File: src/rv_fetch_defs.svh
`ifndef RV_FETCH_DEFS_SVH
`define RV_FETCH_DEFS_SVH

// byte address width of the 1 KiB unified memory
`define MEM_AW 10

// width of one memory byte lane
`define BYTE_W 8

// instruction word width
`define INST_W 32

// direct-mapped icache with one instruction word per line
`define ICACHE_LINES 16

// pc after reset
`define RESET_PC {`MEM_AW{1'b0}}

// opcode bit shared by branch, jal, jalr and system
`define OPC_CTRL_BIT 6

`endif

File: src/fetch_pkg.sv
`include "rv_fetch_defs.svh"

package fetch_pkg;

    // stall bus from the port controller
    typedef struct packed {
        logic if_hold;
        logic port_busy;
        logic id_hold;
    } stall_t;

    // one request on the byte port
    typedef struct packed {
        logic [`MEM_AW-1:0] addr;
        logic               we;
        logic [`BYTE_W-1:0] wdata;
    } mem_req_t;

    // icache fill
    typedef struct packed {
        logic               we;
        logic [`MEM_AW-1:0] addr;
        logic [`INST_W-1:0] word;
    } icache_wr_t;

    // instruction handed to decode
    typedef struct packed {
        logic               valid;
        logic [`MEM_AW-1:0] pc;
        logic [`INST_W-1:0] inst;
    } fetch_out_t;

endpackage

File: src/mem_port_ctrl.sv
`include "rv_fetch_defs.svh"

module mem_port_ctrl (
    input  logic                clk,
    input  logic                rst,
    input  fetch_pkg::mem_req_t load_i,
    input  fetch_pkg::mem_req_t data_req_i,
    input  logic                data_valid_i,
    input  logic [`MEM_AW-1:0]  fetch_addr_i,
    input  logic                branch_wait_i,
    input  logic                id_hold_i,
    output fetch_pkg::mem_req_t mem_req_o,
    output fetch_pkg::stall_t   stall_o
);

    logic port_taken;
    logic port_taken_q;

    // load and data side both push fetch off the port
    assign port_taken = load_i.we | data_valid_i;

    // load first, then data side, then fetch
    always_comb begin
        if (load_i.we) begin
            mem_req_o = load_i;
        end else if (data_valid_i) begin
            mem_req_o = data_req_i;
        end else begin
            mem_req_o.addr  = fetch_addr_i;
            mem_req_o.we    = 1'b0;
            mem_req_o.wdata = '0;
        end
    end

    // byte returned after a taken cycle is not fetch's
    always_ff @(posedge clk) begin
        if (rst) begin
            port_taken_q <= 1'b0;
        end else begin
            port_taken_q <= port_taken;
        end
    end

    always_comb begin
        stall_o.port_busy = port_taken | port_taken_q;
        stall_o.if_hold   = port_taken | port_taken_q | branch_wait_i;
        stall_o.id_hold   = id_hold_i;
    end

endmodule

File: config.mk
export PLATFORM = sky130hd
export DESIGN_NAME = mem_port_ctrl
export DESIGN_NICKNAME = d
export VERILOG_FILES = /design/src/fetch_pkg.sv /design/src/mem_port_ctrl.sv
export VERILOG_INCLUDE_DIRS = /design/src
export SDC_FILE = /design/constraint.sdc
export NUM_CORES = 1
export LEC_CHECK = 0
export BUFFER_PORTS_ARGS = -buffer_cell sky130_fd_sc_hd__clkbuf_2
export CAP_MARGIN = 20
export CORE_MARGIN = 2
export CORE_UTILIZATION = 23
export DETAILED_ROUTE_END_ITERATION = 12
export PLACE_DENSITY_LB_ADDON = 0.1
export SYNTH_ARGS = -nofsm -noshare
export SYNTH_HDL_FRONTEND = slang
export SYNTH_SLANG_ARGS = --single-unit
export TNS_END_PERCENT = 30
File: constraint.sdc
create_clock -name clk -period 1.3 [get_ports clk]
set_input_delay 0.195 -clock clk [delete_from_list [all_inputs] [get_ports clk]]
set_output_delay 0.195 -clock clk [all_outputs]
set_load 0.03 [all_outputs]
# --- Word-level counts from Yosys, hierarchy flattened ---
# Index checks and enable logic that the tools add are counted.
op_classes:
  n_eq_ne: 0
  n_mul: 0
  n_addsub: 0
  div_mod_pow: 0
  n_mux: 2
  n_bitwise: 3
  magnitude_cmp: 0
  n_reduce_logical: 0
  n_shift: 0
op_table:
  columns: ["cell", "count"]
  rows:
  - ["$mux W19", 2]
  - ["$or A1 B1 Y1", 3]
word_totals:
  rom_bits: 0
  ram_bits: 0
  memories: 0
  latchBits: 0
  inputBits: 53
  output_inout_bits: 22
  register_bits: 1

# --- Logic depth before layout (Yosys ltp) ---
depth:
  word_depth: 3
  depth_mapped: 4
  mapped_depth_nobuf: 2

# --- Least setup slack after synthesis ---
# Ideal clock, no wire load.
synth_timing:
  path_type: "input -> output"
  from: "in data_valid_i"
  to: "out mem_req_o[10] in the netlist's numbering"
  path_slack_ps: -169
  arrival_time_ps: 1274
  n_path_buf: 2
  path_stages: 4
  cell_sequence: "buf_6 > buf_4 > mux2i_1 > o21ai_0"
synth_lines:
  columns: ["element", "line_no", "rtl"]
  rows:
  - ["start: declaration", "mem_port_ctrl.sv:8", "input logic data_valid_i,"]
  - ["end: declaration", "mem_port_ctrl.sv:12", "output fetch_pkg::mem_req_t mem_req_o,"]

==> results.md <==
- The worst path meets setup with 0.03022 ns of slack.
- The first TritonRoute pass finished after 4 iterations.
- The setup TNS after final layout is 0 ns.
- The endpoint kind of the worst setup timing path is an output pin.
- The first routing iteration left 10 violations.
- The worst path arrival time is 1.07 ns.
- The region available for standard cell placement spans 0.001489 sq mm.
- The largest net degree at the start of global routing is 17.
- The pre-CTS setup slack is -0.06191 ns.
- The number of buffers inserted for hold repair after clock tree synthesis is 0.
- The area growth from synthesis to layout is 103.1%.
- The flip-flop count of the largest register, all copies and words added is 1.
- The via count is 627.
- The number of antenna diodes in the final layout is 0.
- On the worst path, the slowest cell contributes a delay of 0.38 ns.
- The number of resized instances in the post-cts repair step is 1.
- The critical path's top delay family is simple AND/OR/NAND/NOR gates.
- For this run, the total global-route usage over all layers was measured as 0.1311.
- The first global-routing pass estimated 2070 microns of wire.
- The cell taking the most area after synthesis is sky130_fd_sc_hd__mux2i_1.
- Setup repair after global routing left no endpoint under its margin.
- The cell count after synthesis came out at 52.
- The number of endpoints failing setup at the final stage is 0.
- The final layout contains routed wiring with a total length of 1328 microns.
- The post-route minimum period is 1.270 ns.
- Final hold analysis gives a worst-case slack of 0.3530 ns.
- Power spread over the standard cell area amounts to 488.5 mW/mm^2.
- In this run the tightest slew margin relative to its limit is 0.7932.
- The hold violation count in the final report is 0.
- The number of enable-type register cells in the synthesized netlist is 0.
- The total number of placement rows is 14.
- By area the synthesized netlist is led by sky130_fd_sc_hd__mux2i_1, sky130_fd_sc_hd__a22o_1, sky130_fd_sc_hd__o21ai_0.
- For this run, the top clock speed supported by timing is 0.7875 GHz.
- From bottom edge to top edge, the die measures 43.52 microns.
- Traced cell by cell, the critical path runs through clkbuf_2, or3_4, or2_1, clkbuf_2.
- STA classifies the critical path startpoint as an input pin.
- The final weighted congestion of routability-driven global placement is 0.7065.
- The top fanout value on the critical path is 4.
- The count of placed standard cells in the final layout, fillers left out is 137.
- After synthesis the cells add up to 359.1 sq um.
- A synthesized cell averages 6.906 sq um.
- The netlist uses 14 different library cells.
- The number of synthesis warnings is 0.
- The count of nets left with antenna violations after detail routing is 0.
- The path type of the worst min-delay path is in -> reg.
- Of the total power, the share spent switching nets is 0.5255.
- In the final layout, the multi-input gates occupy 299.0 sq um.
- The count of buffer and inverter cells on the critical path is 2.
- The number of antenna violations at the first check in global routing is 0.
- The detailed placement HPWL is 1181 microns.
- The via count of the first global-routing pass is 507.
- The internal power of the cells totals 169.1 uW.
- By count the netlist is led by sky130_fd_sc_hd__mux2i_1, sky130_fd_sc_hd__nand2_1, sky130_fd_sc_hd__o21ai_0.
- The post-synthesis sequential area ratio is 0.05575.
- The power after layout is 356.3 uW.
- The leakage component of the power is 0.0004679 uW.
- After detailed routing, the number of vias per cell comes to 4.577.
- The cell with the most instances on the worst path is sky130_fd_sc_hd__clkbuf_2.
- After detailed routing, the number of remaining DRC violations is 0.
- The die width is 43.52 microns.
- The floorplan die area is 0.001894 sq mm.
- The most critical setup path has its startpoint at data_valid_i.
- In the final layout, the share of cells above drive strength 1 is 0.6446.
- The cell with the biggest individual delay on the critical path is sky130_fd_sc_hd__or3_4.
- The area used by sequential logic in the layout is 20.02 sq um.
- The clock-pin slew of the registers on the worst-case setup and hold paths is 0 ns.
- The run finished with clean final reports.
- The critical path is of the in -> out type.
- In the final layout, the registers with the most flip-flops are port_taken_q: 1 flops.
- The cell total after placement is 137.
- The buffer count from post-CTS setup fixing is 0.
- More flip-flops sit in one register than any other, and that register is port_taken_q.
- The initial core utilization is 0.2412.
- The final layout contains 176 nets.
- Of the total power, combinational logic draws 0.904.
- The number of port buffers is 72.
- The number of max-slew violations in the final report came to 0.
- Among all flip-flop cells after synthesis, the most frequent one is sky130_fd_sc_hd__dfxtp_1.
- The net switching power of the design is 187.2 uW.
- After detailed routing, the average wire length per cell comes to 9.693 microns.
- The total of flip-flops plus latches after synthesis is 1.
- During I/O placement, the number of pins put on the boundary was 75.
- The data required time of the worst path is 1.11 ns.
- The total global routing overflow is 0.
- The path length in cells of the critical path is 4.
- Of the post-synthesis cell area, the dominant cell type holds 0.2787.
- The total of max-cap violations is 0.
- The fill cell instance count of the final layout is 171.
- The portion of total power attributed to sequential cells is 0.096.
- The worst setup path endpoint is stall_o[2].
- The final cycle utilization of the critical path is 0.9768.
- At the pin with the least slew margin, the transition time is 0.3087 ns.
- The proportion of synthesized flip-flops having asynchronous set or reset is 0.
- Of the total power, the clock network draws 0.
- The number of nets handed over by synthesis was 105.
- Across the VDD grid, the largest voltage drop is 0.0002044 V.
[through the flow]
step | utilization | cell area (sq um)
finish | 0.4899 | 729.5
global placement | 0.4882 | 726.9
global route | 0.4899 | 729.5
CTS | 0.4899 | 729.5
detailed placement | 0.4882 | 726.9
floorplan | - | 359.1
[final cells by class]
class / instances / area share
repair buffers: 76 / 0.5352
multi-input cells: 44 / 0.4099
flip-flops and latches: 1 / 0.02744
well taps: 16 / 0.02744
[logic make-up after synthesis]
| family | share of synthesized area |
|---|---|
| DFF | 0.05575 |
| muxes | 0.2788 |
| buffers and inverters | 0.1184 |
| AOI/OAI and AO/OA | 0.3554 |
| and+or+nand+nor | 0.1917 |
[how the worst min path moves through the flow]
stage / startpoint / slack [ns] / cells after the start / end
6_report: rst / 0.35 / 2 / port_taken_q
5_1_grt: rst / 0.36 / 2 / port_taken_q
4_1_cts: rst / 0.35 / 2 / port_taken_q
3_5_place_dp: rst / 0.36 / 2 / port_taken_q
3_3_place_gp: rst / 0.35 / 2 / port_taken_q
2_1_floorplan: rst / 0.27 / 1 / port_taken_q
[placed cells by master, fill, tap and decap left out]
| cell | Yosys | final |
|---|---|---|
| sky130_fd_sc_hd__clkbuf_2 | 0 | 72 |
| sky130_fd_sc_hd__mux2i_1 | 10 | 10 |
| sky130_fd_sc_hd__nand2_1 | 10 | 10 |
| sky130_fd_sc_hd__o21ai_0 | 10 | 8 |
| sky130_fd_sc_hd__a22o_1 | 8 | 8 |
| sky130_fd_sc_hd__buf_4 | 2 | 4 |
| sky130_fd_sc_hd__o21ai_1 | 0 | 2 |
| sky130_fd_sc_hd__nor2_1 | 2 | 2 |
| sky130_fd_sc_hd__a21o_1 | 1 | 1 |
| sky130_fd_sc_hd__nor2b_2 | 0 | 1 |
| sky130_fd_sc_hd__or3_4 | 1 | 1 |
| sky130_fd_sc_hd__or2_1 | 1 | 1 |
| sky130_fd_sc_hd__dfxtp_1 | 1 | 1 |
[power by group through the flow]
stage                     Clock, uW  Sequential [uW]  Combinational, uW
after detailed placement          0             34.3                324
after global routing              0             34.3                349
after CTS                         0             34.4                326
final                             0             34.2                322
after global placement            0             34.3                319
after floorplan                   0             33.8                199
[layer usage]
layer / global-route usage / share of wire / vias to the layer above
met5: 0 / 0 / -
met4: 0.006061 / 0 / 0
met3: 0.008333 / 0.11 / 0
met2: 0.2388 / 0.50 / 34
met1: 0.1775 / 0.39 / 267
li1: - / - / 326
Power figures use the tool's default switching activity.
