### src/rv_fetch_defs.svh
`ifndef RV_FETCH_DEFS_SVH
`define RV_FETCH_DEFS_SVH

// byte address width of the 1 KiB unified memory
`define MEM_AW 10

// width of one memory byte lane
`define BYTE_W 8

// instruction word width
`define INST_W 32

// direct-mapped icache with one instruction word per line
`define ICACHE_LINES 16

// pc after reset
`define RESET_PC {`MEM_AW{1'b0}}

// opcode bit shared by branch, jal, jalr and system
`define OPC_CTRL_BIT 6

`endif

### src/fetch_pkg.sv
`include "rv_fetch_defs.svh"

package fetch_pkg;

    // stall bus from the port controller
    typedef struct packed {
        logic if_hold;
        logic port_busy;
        logic id_hold;
    } stall_t;

    // one request on the byte port
    typedef struct packed {
        logic [`MEM_AW-1:0] addr;
        logic               we;
        logic [`BYTE_W-1:0] wdata;
    } mem_req_t;

    // icache fill
    typedef struct packed {
        logic               we;
        logic [`MEM_AW-1:0] addr;
        logic [`INST_W-1:0] word;
    } icache_wr_t;

    // instruction handed to decode
    typedef struct packed {
        logic               valid;
        logic [`MEM_AW-1:0] pc;
        logic [`INST_W-1:0] inst;
    } fetch_out_t;

endpackage

### src/fetch_stage.sv
`include "rv_fetch_defs.svh"

module fetch_stage (
    input  logic                  clk,
    input  logic                  rst,
    input  fetch_pkg::stall_t     stall_i,
    input  logic [`BYTE_W-1:0]    mem_rdata_i,
    input  logic                  cache_hit_i,
    input  logic [`INST_W-1:0]    cache_inst_i,
    input  logic                  branch_valid_i,
    input  logic [`MEM_AW-1:0]    branch_addr_i,
    output logic [`MEM_AW-1:0]    mem_addr_o,
    output logic [`MEM_AW-1:0]    cache_raddr_o,
    output fetch_pkg::icache_wr_t cache_wr_o,
    output logic                  branch_wait_o,
    output fetch_pkg::fetch_out_t fetch_o
);

    // byteN captures the byte at pc+N and assemble takes pc+3
    typedef enum logic [3:0] {
        S_IDLE,
        S_LOOKUP,
        S_BYTE0,
        S_BYTE1,
        S_BYTE2,
        S_ASSEMBLE,
        S_WAIT0,
        S_ISSUE0,
        S_WAIT1,
        S_ISSUE1,
        S_WAIT2,
        S_ISSUE2
    } state_e;

    state_e             state_q;
    logic [`MEM_AW-1:0] pc_q;
    logic [`BYTE_W-1:0] byte0_q;
    logic [`BYTE_W-1:0] byte1_q;
    logic [`BYTE_W-1:0] byte2_q;
    logic [`INST_W-1:0] miss_word;
    logic               deliver;
    logic [`INST_W-1:0] deliver_inst;

    // little-endian with the last byte straight off the port
    assign miss_word = {mem_rdata_i, byte2_q, byte1_q, byte0_q};

    assign deliver = !stall_i.id_hold &&
                     ((state_q == S_LOOKUP && cache_hit_i) ||
                      (state_q == S_ASSEMBLE && !stall_i.port_busy));
    assign deliver_inst = (state_q == S_LOOKUP) ? cache_inst_i : miss_word;

    always_ff @(posedge clk) begin
        if (rst) begin
            state_q       <= S_IDLE;
            pc_q          <= `RESET_PC;
            mem_addr_o    <= `RESET_PC;
            cache_raddr_o <= `RESET_PC;
            branch_wait_o <= 1'b0;
            fetch_o.valid <= 1'b0;
            cache_wr_o.we <= 1'b0;
        end else begin
            fetch_o.valid <= 1'b0;
            cache_wr_o.we <= 1'b0;
            if (branch_valid_i && !stall_i.port_busy) begin
                // redirect drops whatever is in flight
                pc_q          <= branch_addr_i;
                mem_addr_o    <= branch_addr_i;
                cache_raddr_o <= branch_addr_i;
                branch_wait_o <= 1'b0;
                state_q       <= S_IDLE;
            end else if (deliver) begin
                fetch_o.valid <= 1'b1;
                fetch_o.pc    <= pc_q;
                fetch_o.inst  <= deliver_inst;
                if (state_q == S_ASSEMBLE) begin
                    cache_wr_o.we   <= 1'b1;
                    cache_wr_o.addr <= pc_q;
                    cache_wr_o.word <= miss_word;
                end
                // a control-flow opcode holds the pc until redirect
                if (deliver_inst[`OPC_CTRL_BIT]) begin
                    branch_wait_o <= 1'b1;
                end else begin
                    pc_q <= pc_q + `MEM_AW'd4;
                end
                state_q <= S_IDLE;
            end else begin
                case (state_q)
                    S_IDLE: begin
                        if (!stall_i.if_hold) begin
                            mem_addr_o    <= pc_q;
                            cache_raddr_o <= pc_q;
                            state_q       <= S_LOOKUP;
                        end
                    end
                    S_LOOKUP: begin
                        // a held hit just stays here
                        if (!cache_hit_i) begin
                            mem_addr_o <= pc_q + `MEM_AW'd1;
                            state_q    <= S_BYTE0;
                        end
                    end
                    S_BYTE0: begin
                        if (stall_i.port_busy) begin
                            state_q <= S_WAIT0;
                        end else begin
                            byte0_q    <= mem_rdata_i;
                            mem_addr_o <= pc_q + `MEM_AW'd2;
                            state_q    <= S_BYTE1;
                        end
                    end
                    S_BYTE1: begin
                        if (stall_i.port_busy) begin
                            state_q <= S_WAIT1;
                        end else begin
                            byte1_q    <= mem_rdata_i;
                            mem_addr_o <= pc_q + `MEM_AW'd3;
                            state_q    <= S_BYTE2;
                        end
                    end
                    S_BYTE2: begin
                        if (stall_i.port_busy) begin
                            state_q <= S_WAIT2;
                        end else begin
                            byte2_q <= mem_rdata_i;
                            state_q <= S_ASSEMBLE;
                        end
                    end
                    S_ASSEMBLE: begin
                        // lost byte3 is refetched behind byte2
                        if (stall_i.port_busy) begin
                            state_q <= S_WAIT2;
                        end
                    end
                    S_WAIT0: begin
                        if (!stall_i.port_busy) begin
                            mem_addr_o <= pc_q;
                            state_q    <= S_ISSUE0;
                        end
                    end
                    S_ISSUE0: begin
                        mem_addr_o <= pc_q + `MEM_AW'd1;
                        state_q    <= S_BYTE0;
                    end
                    S_WAIT1: begin
                        if (!stall_i.port_busy) begin
                            mem_addr_o <= pc_q + `MEM_AW'd1;
                            state_q    <= S_ISSUE1;
                        end
                    end
                    S_ISSUE1: begin
                        mem_addr_o <= pc_q + `MEM_AW'd2;
                        state_q    <= S_BYTE1;
                    end
                    S_WAIT2: begin
                        if (!stall_i.port_busy) begin
                            mem_addr_o <= pc_q + `MEM_AW'd2;
                            state_q    <= S_ISSUE2;
                        end
                    end
                    S_ISSUE2: begin
                        mem_addr_o <= pc_q + `MEM_AW'd3;
                        state_q    <= S_BYTE2;
                    end
                    default: begin
                        state_q <= S_IDLE;
                    end
                endcase
            end
        end
    end

endmodule

### config.mk
export PLATFORM = sky130hd
export DESIGN_NAME = fetch_stage
export DESIGN_NICKNAME = d
export VERILOG_FILES = /design/src/fetch_pkg.sv /design/src/fetch_stage.sv
export VERILOG_INCLUDE_DIRS = /design/src
export SDC_FILE = /design/constraint.sdc
export NUM_CORES = 1
export LEC_CHECK = 0
export ABC_AREA = 1
export ABC_CLOCK_PERIOD_IN_PS = 4500
export BUFFER_PORTS_ARGS = -buffer_cell sky130_fd_sc_hd__buf_2
export CORE_MARGIN = 5
export CORE_UTILIZATION = 30
export CTS_CLUSTER_DIAMETER = 80
export DETAILED_ROUTE_END_ITERATION = 8
export PLACE_DENSITY = 0.55
export SETUP_SLACK_MARGIN = 0.3
export SLEW_MARGIN = 30
export SYNTH_ARGS = -nofsm -noshare
export SYNTH_HDL_FRONTEND = slang
export SYNTH_SLANG_ARGS = --single-unit
### constraint.sdc
create_clock -name clk -period 4.5 [get_ports clk]
set_input_delay 0.9 -clock clk [delete_from_list [all_inputs] [get_ports clk]]
set_output_delay 0.9 -clock clk [all_outputs]
set_load 0.01 [all_outputs]
======== After elaboration in Yosys (flattened, before gate mapping) ========
Index checks and enable logic that the tools add are counted.
W data, S select, Z words.
cells by class
  $add $sub $neg .......................... 4
  equal/unequal tests ..................... 26
  multiplexer cells ....................... 28
  bitwise logic cells ..................... 4
  reductions and logical operators ........ 25
operators with widths
  operator                 number
  $mux W10                 14
  $pmux W10 S9             1
  $mux W43                 2
  $pmux W4 S12             1
  $mux W32                 1
  $mux W4                  8
  $add A10 B2 Y10 const B  2
  $eq A4 B3 Y1 const B     4
  $eq A4 B4 Y1 const B     4
  $reduce_and A5 Y1        3
  $ne A2 B2 Y1 const B     6
  $ne A3 B3 Y1 const B     4
  $add A10 B1 Y10 const B  1
  $add A10 B3 Y10 const B  1
  $reduce_bool A10 Y1      1
  $eq A4 B2 Y1 const B     2
  $reduce_and A8 Y1        1
  $ne A2 B1 Y1 const B     3
  $ne A3 B2 Y1 const B     2
  $reduce_and A3 Y1        2
  $reduce_and A6 Y1        1
  $reduce_or A3 Y1         2
  $eq A4 B1 Y1 const B     1
  $logic_and A1 B1 Y1      4
  9 further kinds          16
word-level totals
  flip-flop bits (word level) ............. 145
  input port bits ......................... 57
  output and inout port bits .............. 107
  logic and storage cells ................. 101

======== Logic depth before layout (Yosys ltp) ========
  depth in word-level cells ............... 6
  mapped depth ............................ 18
  gate-level depth less buffers ........... 17

======== Worst setup path after synthesis ========
OpenSTA, ideal clock, no wires.
  kind .................................... input port to flip-flop
  start point ............................. in stall_i[1] in the netlist's numbering
  end point ............................... reg cache_wr_o[0] in the netlist's numbering, enable pin
  library setup time ...................... 404 ps
  arrival ................................. 4,400 ps
  data required time ...................... 4,096 ps
  path slack .............................. -304 ps
  cell stages on the path ................. 6
  path buffers ............................ 0
  cell sequence ........................... inv_2 -> nand3_2 -> nand2_2 -> nand3_2 -> nor2_1 -> and3_1
on the way
  longest elaborated chain between the ends .. 5
  elaborated cells between the ends (all ways) .. 7
  those cells by class .................... bitwise (1); reduce/logical (6)
ends and longest elaborated chain
  item                             line               RTL
  start: declaration               fetch_stage.sv:6   input fetch_pkg::stall_t stall_i,
  $logic_not A1 Y1 (*)             --
  $logic_and A1 B1 Y1              fetch_stage.sv:49  (state_q == S_ASSEMBLE && !stall_i.port_busy));
  $logic_or A1 B1 Y1               fetch_stage.sv:48  ((state_q == S_LOOKUP && cache_hit_i) ||
  $logic_and A1 B1 Y1              fetch_stage.sv:47  assign deliver = !stall_i.id_hold &&
  $reduce_and A4 Y1 (no line) (*)  --
  end: declaration                 fetch_stage.sv:14  output fetch_pkg::icache_wr_t cache_wr_o,
Every way passes the cells marked *; elsewhere a longest branch is shown, timed or not.
A chain may end at the register's enable or synchronous reset.

======== Worst setup path in the final report ========
  start point ............................. in stall_i[1] in the netlist's numbering
  end point ............................... reg cache_wr_o[10] in the netlist's numbering, enable pin
Same word-level chain as after synthesis.

==> summary.txt <==
STA
  • Final Skew: roughly 0.0087 ns
  • Worst rel slew slack: 45.5%
  • Final period utilization: 58.0%
  • Period minus WS final: 2.61 ns
  • Fmax: about 380 MHz
  • Final Setup Violations: 0
  • Total Neg Setup Slack: 0 ns
  • RSZ-0062 raised after global routing: no
  • Slew @ Worst Pin: 0.812 ns
  • Hold slack final: approximately 0.45 ns
  • Post-route setup slack: ~1.9 ns
  • Fin. Hold Viols: 0
  • Slew Limit Fails: 0

Critical path
  • Max incr delay on CP: between 0.5 and 0.6 ns
  • Required @ worst endpoint: ~4.6 ns
  • Worst setup path category: input port to register
  • Slowest stage cell, crit path: and3_2
  • Crit-path max FO: 23
  • Crit path capture type: register
  • R2R depth: 8
  • Cell Chain, Critical Path: buf_2, inv_2, nand2_2, buf_4, nand3_2, nor2_4, and3_2, buf_4
  • CP startpoint kind: input port
  • Most frequent CP cell: buf_4
  • Crit path DAT: between 2 and 3 ns

Synthesis
  • Synth cell types: 39
  • Yosys top cell by area: edfxtp_1
  • Top cell type's share of synthesized area: 52.9%
  • Synth top area cells: edfxtp_1 53%, dfxtp_1 12%, nand2_1 6.4%
  • Yosys reg bits: between 100 and 150
  • Syn. warnings: 0
  • Seq/Total Area, Yosys: ~65%
  • Synth Flop Type: edfxtp_1
  • Number of enable flip-flop cells after synthesis: roughly 110
  • Post-Syn Instances: between 500 and 600
  • Post-synthesis net count: between 600 and 700
  • Fraction of registers with async set/reset: 0%
  • Syn Area/Cell: roughly 11 sq um
  • Synthesized cell area: roughly 6000 sq um

Placed design
  • Inst Count DP: between 900 and 1k
  • Placer Congestion: between 0.8 and 0.9
  • Post-DP Area: between 7000 and 8000 sq um
  • DP Worst Slack: 1.42 ns
  • Final HPWL DP: between 10000 and 15000 microns
  • Port Buffer Count: about 160

Drt
  • WL final: 16000 microns
  • ANT nets after route: 0
  • TritonRoute pass-1 iters: 5
  • Vias: between 4k and 5k
  • Iteration-0 DRC Markers: 271
  • DRC viols: 0
  • Via-per-instance ratio: 4.59
  • Wire per inst: about 16 microns

Flow run
  • Max-cap violation count: 0

Cells and area
  • Post-layout instance area: 7870 sq um
  • Storage element area: ~4000 sq um
  • Most frequent cells in the layout: 163 x buf_2, 108 x edfxtp_1, 105 x nand2_1, 67 x nor2_1, 37 x dfxtp_1
  • Commonest non-fill, non-tap cell in the layout: buf_2
  • Fill count: 1995
  • Layout Utilization: 39.0%
  • Share of post-route cells with drive strength above 1: a little over a third
  • Net count, final: 782
  • N_diodes: 0
  • Fin cells: roughly 1.0k
  • Multi-input logic area: a little under 2000 sq um
  • Area growth from synthesis to final layout: 28.3%

Floorplan
  • Die extent in x: roughly 150 microns
  • Site Rows: 52
  • Die Span Y: between 150 and 200 microns
  • IO Count: ~160
  • Die area: 23400 sq um
  • Starting Density: 30.4%
  • Total core area: roughly 20000 sq um

Hold path
  • Worst Hold Path Cells: 0
  • Hold crit path type: register to register

Clock network
  • CTS tree: built
  • Clock transition at the registers of the reported paths: about 0.06 ns
  • Setup bufs post-CTS: 0
  • Clock Tree Root: clkbuf_16
  • CTS Hold Bufs: 0
  • H-tree depth: 4
  • Post-CTS resize count: 0
  • # clock sinks: roughly 150
  • TritonCTS Buffers: 17
  • Worst-Skew Late Latency: ~0.42 ns
  • CTS max path bufs: 2

Global routing
  • Largest net degree at the start of global routing: 45
  • Vias in the first global route: between 4k and 5k
  • Gr ovfl total: 0
  • Gr usage total: between 10 and 15%
  • Antenna violations before repair: 0
  • First-pass GRT wire length: roughly 25000 microns

Power and ir drop
  • P per Cell Area: 439 nW/um^2
  • Worst vdd ir: between 0.2 and 0.3 mV
  • Total Power: between 3 and 4 mW
  • Static Leak: between 3 and 4 nW

Outcome
  • Status: complete, no violations
where the power goes:
part / internal [mW] / switching [mW]
clock: 0.929 / 0.561
sequential: 1.49 / 0.0440
combinational: 0.164 / 0.264
cell type report:
type,instances,area share (%)
inverters,41,1.96
repair buffers,167,10.8
well taps,270,4.29
clock inverters,13,2.34
flip-flops and latches,145,50.6
multi-input cells,349,24.5
clock buffers,19,5.50
kinds of logic after synthesis:
group,after synthesis,synth area share [%]
buffers and inverters,58,4.00
AND/OR/NAND/NOR,234,17.0
multiplexers,31,5.69
adder cells (fa/ha/maj),4,0.938
AO/OA/AOI/OAI,78,7.12
XOR/XNOR,2,0.286
flip-flops,145,65.0
sequential cells by signal, indices dropped and copies added (netlist names):
name and flops:
byte0_q 8, byte2_q 8, cache_raddr_o 10, mem_addr_o 10, branch_wait_o 1, byte1_q 8
fetch_o 43, cache_wr_o 43, state_q 4, pc_q 10
critical path, delay by kind of cell:
kind          cells  cell delay [ns]
buf+inv           4             0.86
simple gates      4             0.95
synthesized netlist by cell type, types with 6 or more instances:
cell type,count
a21oi_1,17
nor2_1,68
nand3_1,33
nand2_1,105
dfxtp_1,37
o21ai_1,13
nand2_2,6
edfxtp_1,108
mux2_2,31
a31oi_1,7
inv_1,36
o21ai_0,28
buf_2,9
per-layer routing:
| layer | share of wire, % | global-route usage (%) |
|---|---|---|
| met1 | 47 | 18.4 |
| met4 | 1.2 | 4.67 |
| met5 | 0 | 0 |
| met3 | 7.8 | 4.27 |
| met2 | 44 | 20.7 |
worst paths after layout:
path               from        endpoint  slack, ns
max reg2reg  state_q[0]  cache_wr_o[10]       1.93
min          byte0_q[2]   cache_wr_o[2]       0.45
min reg2reg  byte0_q[2]   cache_wr_o[2]       0.45
max          stall_i[1]  cache_wr_o[10]       1.89
No activity file was read; power rests on OpenSTA's default activity.
