<file path="src/rv_fetch_defs.svh">
`ifndef RV_FETCH_DEFS_SVH
`define RV_FETCH_DEFS_SVH

// byte address width of the 1 KiB unified memory
`define MEM_AW 10

// width of one memory byte lane
`define BYTE_W 8

// instruction word width
`define INST_W 32

// direct-mapped icache with one instruction word per line
`define ICACHE_LINES 16

// pc after reset
`define RESET_PC {`MEM_AW{1'b0}}

// opcode bit shared by branch, jal, jalr and system
`define OPC_CTRL_BIT 6

`endif

</file>
<file path="src/fetch_pkg.sv">
`include "rv_fetch_defs.svh"

package fetch_pkg;

    // stall bus from the port controller
    typedef struct packed {
        logic if_hold;
        logic port_busy;
        logic id_hold;
    } stall_t;

    // one request on the byte port
    typedef struct packed {
        logic [`MEM_AW-1:0] addr;
        logic               we;
        logic [`BYTE_W-1:0] wdata;
    } mem_req_t;

    // icache fill
    typedef struct packed {
        logic               we;
        logic [`MEM_AW-1:0] addr;
        logic [`INST_W-1:0] word;
    } icache_wr_t;

    // instruction handed to decode
    typedef struct packed {
        logic               valid;
        logic [`MEM_AW-1:0] pc;
        logic [`INST_W-1:0] inst;
    } fetch_out_t;

endpackage

</file>
<file path="src/inst_cache.sv">
`include "rv_fetch_defs.svh"

module inst_cache (
    input  logic                  clk,
    input  logic                  rst,
    input  logic [`MEM_AW-1:0]    raddr_i,
    output logic                  hit_o,
    output logic [`INST_W-1:0]    rinst_o,
    input  fetch_pkg::icache_wr_t wr_i
);

    localparam int IDX_W = $clog2(`ICACHE_LINES);
    localparam int TAG_W = `MEM_AW - IDX_W - 2;

    logic [`ICACHE_LINES-1:0] valid_q;
    logic [TAG_W-1:0]         tag_q  [0:`ICACHE_LINES-1];
    logic [`INST_W-1:0]       data_q [0:`ICACHE_LINES-1];

    logic [IDX_W-1:0] rd_idx;
    logic [TAG_W-1:0] rd_tag;
    logic [IDX_W-1:0] wr_idx;
    logic [TAG_W-1:0] wr_tag;

    // word index from the low bits and tag from the rest
    assign rd_idx = raddr_i[IDX_W+1:2];
    assign rd_tag = raddr_i[`MEM_AW-1:IDX_W+2];
    assign wr_idx = wr_i.addr[IDX_W+1:2];
    assign wr_tag = wr_i.addr[`MEM_AW-1:IDX_W+2];

    assign hit_o   = valid_q[rd_idx] && (tag_q[rd_idx] == rd_tag);
    assign rinst_o = data_q[rd_idx];

    always_ff @(posedge clk) begin
        if (rst) begin
            valid_q <= '0;
        end else if (wr_i.we) begin
            valid_q[wr_idx] <= 1'b1;
        end
    end

    always_ff @(posedge clk) begin
        if (wr_i.we) begin
            tag_q[wr_idx]  <= wr_tag;
            data_q[wr_idx] <= wr_i.word;
        end
    end

endmodule

</file>
<file path="config.mk">
export PLATFORM = sky130hd
export DESIGN_NAME = inst_cache
export DESIGN_NICKNAME = d
export VERILOG_FILES = /design/src/fetch_pkg.sv /design/src/inst_cache.sv
export VERILOG_INCLUDE_DIRS = /design/src
export SDC_FILE = /design/constraint.sdc
export NUM_CORES = 1
export LEC_CHECK = 0
export ABC_AREA = 1
export BUFFER_PORTS_ARGS = -buffer_cell sky130_fd_sc_hd__clkbuf_2
export CORE_MARGIN = 2
export CORE_UTILIZATION = 40
export CTS_CLUSTER_SIZE = 16
export DETAILED_ROUTE_END_ITERATION = 12
export RECOVER_POWER = 100
export SLEW_MARGIN = 30
export SYNTH_ARGS = -nofsm -noshare
export SYNTH_HDL_FRONTEND = slang
export SYNTH_SLANG_ARGS = --single-unit
</file>
<file path="constraint.sdc">
create_clock -name clk -period 3.7 [get_ports clk]
set_input_delay 0.185 -clock clk [delete_from_list [all_inputs] [get_ports clk]]
set_output_delay 0.185 -clock clk [all_outputs]
set_load 0.1 [all_outputs]
</file>
# Word-level counts from Yosys, hierarchy flattened
# Memories as Yosys holds them, arrays and structs flattened.
# Cells that the tools add are included.
[word_totals]
memories = 2
word_cells = 16
mem_bits_rw = 576
in_bits = 55
reg_bits = 16
[classes]
order_cmp = 3
bitwise_logic = 1
reduce_logical = 2
eq_ne = 1
muxes = 6
[mem_list]
columns = ["name", "depth", "word_bits", "read_ports", "rd_clocked_by_memory_dff", "wr", "line_no", "rtl"]
rows = [
  ["data_q", 16, 32, 1, 0, 1, "inst_cache.sv:17", "logic [`INST_W-1:0] data_q [0:`ICACHE_LINES-1];"],
  ["tag_q", 16, 4, 1, 0, 1, "inst_cache.sv:16", "logic [TAG_W-1:0] tag_q [0:`ICACHE_LINES-1];"],
]
[op_table]
columns = ["op", "count"]
rows = [
  ["16-bit OR", 1],
  ["4-bit by 5-bit < comparator with 1-bit output (second input constant)", 2],
  ["1-bit binary-select mux with 4-bit select", 1],
  ["1-bit demux with 4-bit select", 1],
  ["4-bit == test", 1],
  ["4-bit by 1-bit greater-or-equal comparator with 1-bit output (second input constant)", 1],
  ["1-bit 2-to-1 mux", 4],
  ["1-bit logical AND", 2],
]

# Longest topological paths before layout
# Gate-level depths: netlist of the first run.
[depth]
word_depth = 5
mapped_depth = 13
ltp_nobuf = 11

# Worst setup path after synthesis of the first run
# OpenSTA, ideal clock, no wires.
[synth_timing]
kind = "input to register"
start = "input port wr_i[42] (netlist bit)"
end = "memory data_q[11][0] (netlist bit) (enable)"
stages = 4
setup_time_ns = 0.431
arrival_ns = 2.053
setup_slack_ns = 1.216
cell_sequence = "inv_1 -> nor3_1 -> inv_1 -> nor2_1"
[synth_via]
elab_chain_cells = 2
[synth_lines]
columns = ["item", "line_no", "rtl"]
rows = [
  ["start, declared", "inst_cache.sv:9", "input fetch_pkg::icache_wr_t wr_i"],
  ["1-bit 2-to-1 mux", "inst_cache.sv:42", "if (wr_i.we) begin"],
  ["1-bit 2-to-1 mux (not written as such)", "inst_cache.sv:44", "data_q[wr_idx] <= wr_i.word;"],
  ["end, declared", "inst_cache.sv:17", ""],
]
# No other way between the ends.

# Worst setup path after layout of the first run
[layout_timing]
start = "input port wr_i[35] (netlist bit)"
end = "memory data_q[11][1] (netlist bit) (enable)"
# Straight into the memory's write port.

==> impl_results.md, run 1 <==
- Status: finished, violations left
- Failing checks: capacitance limit, slew limit
- Routed Wire Length: 58500 um
- CP Cell Sequence: clkbuf_2, inv_1, nor3_1, inv_1, nor2_1, clkbuf_2
- Final Hold Vio Count: 0
- Vias in the first global route: 14100
- Final Skew: 0 ns
- Worst VDD drop: 0.308 mV
- Fin crit period: 3.10 ns
- Setup_tns: 0 ns
- Drt wl/cell: 22.2 um
- Max-slew headroom: -82.1%
- Final Wtd Congestion: 0.729
- Number of max-cap violations: 14
- Layout cells sized above 1: 7.74%
- Clock Sinks: 592
- CP peak stage delay: 1.67 ns
- Clock-pin slew on the worst setup and hold paths: 0.06 ns
- Initial antenna violation count: 0
- Pwr dens: 534 nW/um^2
- Gate Count Post-Synth: 1741
- Setup bufs post-CTS: 0
- Die width: 245 um
- Grt ovf: 0
- Overall Power: 0.0141 W
- Die ar.: 60000 um^2
- Kind of critical path: input port to flop
- Critical path capture point type: flop
- Post-synthesis register bit count: 592
- Clk_lat worst skew: 0.59 ns
- FP Rows: 88
- Pleak: 8.59 nW
- Max-slew violations: 361
- Mapped Area: 23200 um^2
- Maximum clock path buffer count: 3
- HP Class: input port to flop
- Post-DRT Antenna Nets: 0
- Critical Path RT: 3.92 ns
- Avg Synthesized Cell Area: 13.3 um^2
- CP max-delay cell: nor2_1
- First DRT Iteration DRCs: 1372
- Critical Path Start Type: input port
- Top delay family on crit path: simple AND/OR/NAND/NOR gates
- Via count: 14500
- Core Region: 57600 um^2
- Post-Synthesis Net Count: 1796
- Synth unique cells: 23
- Global-route wire length before repair: 86800 um
- Initial Util: 40.3%
- CTS Buf Count: 54
- Crit path buf inv count: 4
- Sequential area share after synthesis: 75.8%
- Final worst-path cycle share: 83.8%
- Via/cell ratio: 5.49
- Die Height: 245 um
- Crit path max fanout: 21
- Synthesis Warnings: 0
- Root buffer cell: clkbuf_16
- Area growth syn-to-layout: 13.7%
- CTS tree: yes
- # diodes: 0
- Crit path arrival time: 3.32 ns
- Largest net degree at the start of global routing: 157
- IO Pins: 88
- Setup-failing EPs final: 0
- Detail Placement HPWL: 28800 um
- DRC: 0
- Least-Margin Pin Slew: 2.72 ns
- Unrepaired setup endpoints after global routing: false
- Port Buf Inserts: 83
- Drt pass-1 iters: 5
- Final #Nets: 1887
- GRT Total Usage: 19.3%
- Max Fclk: 0.322 GHz
- CTS resizes: 0
- H-tree levels: 2
placed cells by master, fill, tap and decap left out, types with 15 or more instances in the layout:
master / netlist / routed
clkinv_1: 1 / 15
nand2_1: 133 / 133
clkbuf_2: 5 / 25
inv_1: 55 / 55
edfxtp_1: 576 / 576
nand3_1: 103 / 103
clkbuf_16: 0 / 55
o221ai_1: 116 / 116
dlygate4sd3_1: 0 / 31
clkbuf_1: 58 / 72
buf_4: 7 / 23
o21ai_0: 256 / 256
nor2_1: 318 / 312
dfxtp_1: 16 / 16
cell usage after synthesis (all sizes together):
master / number / share of area, %
clkbuf: 63 / 1.0
o21ai: 265 / 5.7
nor2: 318 / 5.1
o22ai: 12 / 0.32
o221ai: 116 / 4.4
buf: 58 / 1.6
nand2: 133 / 2.1
inv: 58 / 0.96
dfxtp: 16 / 1.4
a21oi: 3 / 0.065
o211ai: 14 / 0.45
nand3b: 1 / 0.032
clkinv: 1 / 0.016
nand3: 103 / 2.2
nor3: 4 / 0.086
edfxtp: 576 / 74
per-layer routing:
layer  up-vias  track usage [%]  routed length (um)
met5         -                0                   0
met2       451             32.2               28300
met4         0             5.02                1130
li1       6642                -                   -
met1      7308             26.4               25300
met3        79             3.18                3730
registers in the layout, indices dropped and copies added (netlist names):
| name | cells |
|---|---|
| data_q | 512 |
| tag_q | 64 |
| valid_q | 16 |
worst paths after layout:
| path | from | to | slack (ns) | cells after the start |
|---|---|---|---|---|
| setup reg to reg | valid_q[1] | valid_q[1] | 3.08 | 2 |
| setup / recovery | wr_i[35] | data_q[11][1] | 0.60 | 6 |
| hold reg to reg | valid_q[12] | valid_q[12] | 0.47 | 2 |
| hold / removal | wr_i[20] | data_q[2][20] | 0.13 | 1 |
stage by stage:
stage               hold WS, ns  area [um^2]  util (%)  worst slack (ns)  cells
CTS                     0.00298        26700      46.3              1.08   2638
finish                    0.127        26400      45.9             0.598   2638
global placement          0.445        24600      42.8              1.10   2510
detailed placement        0.457        24600      42.8              1.08   2510
global route              0.133        26400      45.9             0.459   2638
floorplan                 0.284        23200         -              1.22   1741
kinds of logic after synthesis:
kind of cell           Yosys count  share of synthesized area (%)
AND/OR/NAND/NOR                559                           9.63
AO/OA/AOI/OAI                  410                           10.9
flip-flops                     592                           75.8
buffers and inverters          180                           3.60
report_power, final:
group / total (W) / leakage (nW) / internal (W) / switching, W
sequential: 0.00752 / 5.33 / 0.00749 / 0.0000276
combinational: 0.00113 / 2.41 / 0.000243 / 0.000887
clock: 0.00546 / 0.845 / 0.00312 / 0.00235
repair_timing:
item                       4_1_cts  5_1_grt
hold endpoints to repair       449        0
hold buffers                    31        0
setup endpoints to repair        0        0
cell type report:
class | count | area, um^2
Clock buffer | 61 | 1400
Clock inverter | 36 | 320
Fill cell | 5025 | 31200
Inverter | 59 | 231
Multi-Input combinational cell | 969 | 4820
Sequential cell | 592 | 17600
Tap cell | 765 | 957
Timing Repair Buffer | 156 | 1070
worst register-to-register path, delay by kind of cell (launching register included):
family | cells | cell delay, ns
AND/OR/NAND/NOR | 2 | 0.22
flip-flops | 1 | 0.34
No activity file was read; power rests on OpenSTA's default activity.
==> run 2, diff against run 1 <==
--- a/config.mk
+++ b/config.mk
@@ -6,7 +6,7 @@
 export SDC_FILE = /design/constraint.sdc
 export NUM_CORES = 1
 export LEC_CHECK = 0
-export ABC_AREA = 1
+export ABC_AREA = 0
 export BUFFER_PORTS_ARGS = -buffer_cell sky130_fd_sc_hd__clkbuf_2
 export CORE_MARGIN = 2
 export CORE_UTILIZATION = 40
==> constraint.sdc (replaced) <==
create_clock -name clk -period 3.1 [get_ports clk]
set_input_delay 0.155 -clock clk [delete_from_list [all_inputs] [get_ports clk]]
set_output_delay 0.155 -clock clk [all_outputs]
set_load 0.1 [all_outputs]
==> impl_results.md, run 2 <==
- Status: finished, violations left
- Failing checks: capacitance limit, slew limit
- Synth area leaders: edfxtp_1 78%, mux4_2 18%, dfxtp_1 1.4%, nor2_1 0.74%, mux2i_1 0.45%
- Max-slew headroom: -55.4% (+27 points)
- Crit path arrival time: 2.79 ns (-0.53 ns)
- Via count: 9998 (-31%)
- Drt pass-1 iters: 5 (unchanged)
- Initial antenna violation count: 4 (+4)
- Layout cells sized above 1: 29.4% (+22 points)
- Initial Util: 40.5% (+0.17 points)
- Sequential area share after synthesis: 78.9% (+3.1 points)
- Final #Nets: 1126 (-40%)
- Least-Margin Pin Slew: 2.33 ns (-0.390 ns)
- Final worst-path cycle share: 94.9%
- Max reg flops: 512 (unchanged)
- CP Cell Sequence: mux4_1, mux4_2, xnor2_1, o211ai_1, nor4_4, buf_12
- Port Buf Inserts: 83 (unchanged)
- Gate Count Post-Synth: 890 (-49%)
- DRC: 0 (unchanged)
- Number of max-cap violations: 11 (-3)
- Grt ovf: 0 (unchanged)
- Synth top cells by count: 576 x edfxtp_1, 179 x mux4_2, 44 x nor2_1
- Post-synthesis register bit count: 592 (unchanged)
- Clk_lat worst skew: 0.61 ns (+0.02 ns)
- Maximum clock path buffer count: 3 (unchanged)
- FP Rows: 86 (-2.3%)
- Routed Wire Length: 47300 um (-19%)
- Most common cell in the synthesized netlist: edfxtp_1
- CP peak stage delay: 0.53 ns (-1.14 ns)
- Drt wl/cell: 25.4 um (+14%)
- Mapped Area: 22300 um^2 (-3.9%)
- Finished Core Util: 47.0% (+1.1 points)
- Share of the synthesized area in the top cell type: 77.5% (+3.0 points)
- CTS tree: yes
- Detail Placement HPWL: 25900 um (-10%)
- Critical Path RT: 2.94 ns (-0.98 ns)
- H-tree levels: 2 (unchanged)
- Clock Sinks: 592 (unchanged)
- Fin crit period: 2.94 ns
- Worst VDD drop: 0.440 mV (+43%)
- Final Wtd Congestion: 0.688 (-5.7%)
- Avg Synthesized Cell Area: 25.1 um^2 (+88%)
- Core Region: 55100 um^2 (-4.3%)
- Placed instance area: 24300 um^2 (-1.5%)
- Number of flops mapped to enable cells by yosys: 576 (unchanged)
- Pwr dens: 642 nW/um^2 (+20%)
- Global-route wire length before repair: 70200 um (-19%)
- Area occupied by multi-input gates: 4560 um^2 (-5.3%)
- Top delay family on crit path: multiplexers
- Die width: 240 um (-1.9%)
- Clock-pin slew on the worst setup and hold paths: 0.06 ns (about the same)
- Commonest cells after routing, fill and taps aside: 576 x edfxtp_1, 179 x mux4_2, 83 x clkbuf_1
- Register area: 17600 um^2 (unchanged)
- CP max-delay cell: mux4_1
- Synth unique cells: 22 (-4.3%)
- Kind of critical path: flop to primary output
- First DRT Iteration DRCs: 790 (-42%)
- Final Hold Vio Count: 0 (unchanged)
- IO Pins: 88 (unchanged)
- Max Fclk: 0.340 GHz
- Crit path max fanout: 1 (-95%)
- Root buffer cell: clkbuf_16
- Vias in the first global route: 10500 (-26%)
- Setup-failing EPs final: 0 (unchanged)
- GRT Total Usage: 16.9% (-2.4 points)
- Largest net degree at the start of global routing: 45 (-71%)
- Synthesis Warnings: 0 (unchanged)
- Post-synth top area cell: edfxtp_1
- CTS Buf Count: 58 (+7.4%)
- Main synth FF type: edfxtp_1
- Setup_tns: 0 ns (unchanged)
- HP Class: input port to flop
- Critical Path Start Type: flop
- Asr flop ratio synth: 0% (unchanged)
- Commonest non-fill, non-tap cell in the layout: edfxtp_1
- Reg2Reg Setup Slack: 2.50 ns (-0.58 ns)
- Die ar.: 57700 um^2 (-3.9%)
- Critical path capture point type: primary output
- Setup bufs post-CTS: 0 (unchanged)
- Area growth syn-to-layout: 16.0%
- Die Height: 240 um (-1.9%)
- Crit path buf inv count: 1 (-3)
- Top Registers: data_q: 512 flops, tag_q: 64 flops, valid_q: 16 flops
- Post-route cell area: 25900 um^2 (-2.0%)
- Post-Synthesis Net Count: 945 (-47%)
- Fill cells: 4611 (-8.2%)
- Final Skew: 0 ns (unchanged)
- Max-slew violations: 233 (-35%)
- Post-DRT Antenna Nets: 0 (unchanged)
- Pleak: 8.05 nW (-6.3%)
- Via/cell ratio: 5.36 (-2.3%)
- Most flops, register: data_q
- Unrepaired setup endpoints after global routing: false
## run 2: cell count changes after synthesis, sizes merged, moves of 3 or more
cell and delta:
mux4 +181, o211ai -13, o22ai -12, inv -58, a21oi -3, nand3 -102
nand2 -131, xor2 +3, o21ai -265, nor2 -274, buf -32, o221ai -116
mux2i +10, clkbuf -45
## run 2: kinds of logic after synthesis
| kind of cell | share of synthesized area (%) |
|---|---|
| muxes | 18.8 |
| buffers and inverters | 0.964 |
| and+or+nand+nor | 1.10 |
| DFF | 78.9 |
| AOI/OAI and AO/OA | 0.0337 |
| xor gates and xnor gates | 0.157 |
## run 2: repair_timing
action / in CTS / in global routing
resized for setup: 0 / 0
hold endpoints to repair: 592 / 0
hold buffers: 37 / 0
## run 2: power by group
part	internal [W]	switching, W
Clock	0.00352	0.00285
Sequential	0.00895	0.0000328
Combinational	0.000419	0.000848
## run 2: per-layer routing
layer  global-route usage [%]  share of wire (%)  up-vias
li1                         -                  -     4219
met1                     23.1                 43     5471
met2                     28.4                 51      234
met3                     2.62                4.3       70
met4                     4.76                2.0        4
met5                        0              0.042        -
## run 2: final cells by class
cell class                 instances  area share [%]
sequential                       592            68.0
tap                              748            3.62
antenna                            2          0.0193
multi-input combinational        254            17.6
timing repair buffer             165            4.18
clock buffer                      84            6.10
clock inverter                    20           0.420
## run 2: worst reg2reg max path, cell delays in order, from the launching register on
cell and delay [ns]:
dfxtp_1 0.31, nor2_1 0.11, nor2_1 0.06
## run 2: final timing paths
kind,startpoint,to,cells past startpoint
setup / recovery,tag_q[6][2],hit_o,6
setup reg to reg,valid_q[6],valid_q[6],2
hold / removal,wr_i[35],data_q[4][17],3
hold reg to reg,valid_q[14],valid_q[14],2
## run 2: per-stage QoR
stage          setup WS, ns  power [W]  instances  hold slack [ns]
2_1_floorplan         0.388     0.0100        890            0.254
3_3_place_gp          0.556     0.0105       1722            0.450
3_5_place_dp          0.542     0.0105       1722            0.459
4_1_cts              0.0965     0.0169       1863            0.219
5_1_grt              0.0681     0.0171       1864            0.375
6_report              0.158     0.0166       1865            0.352
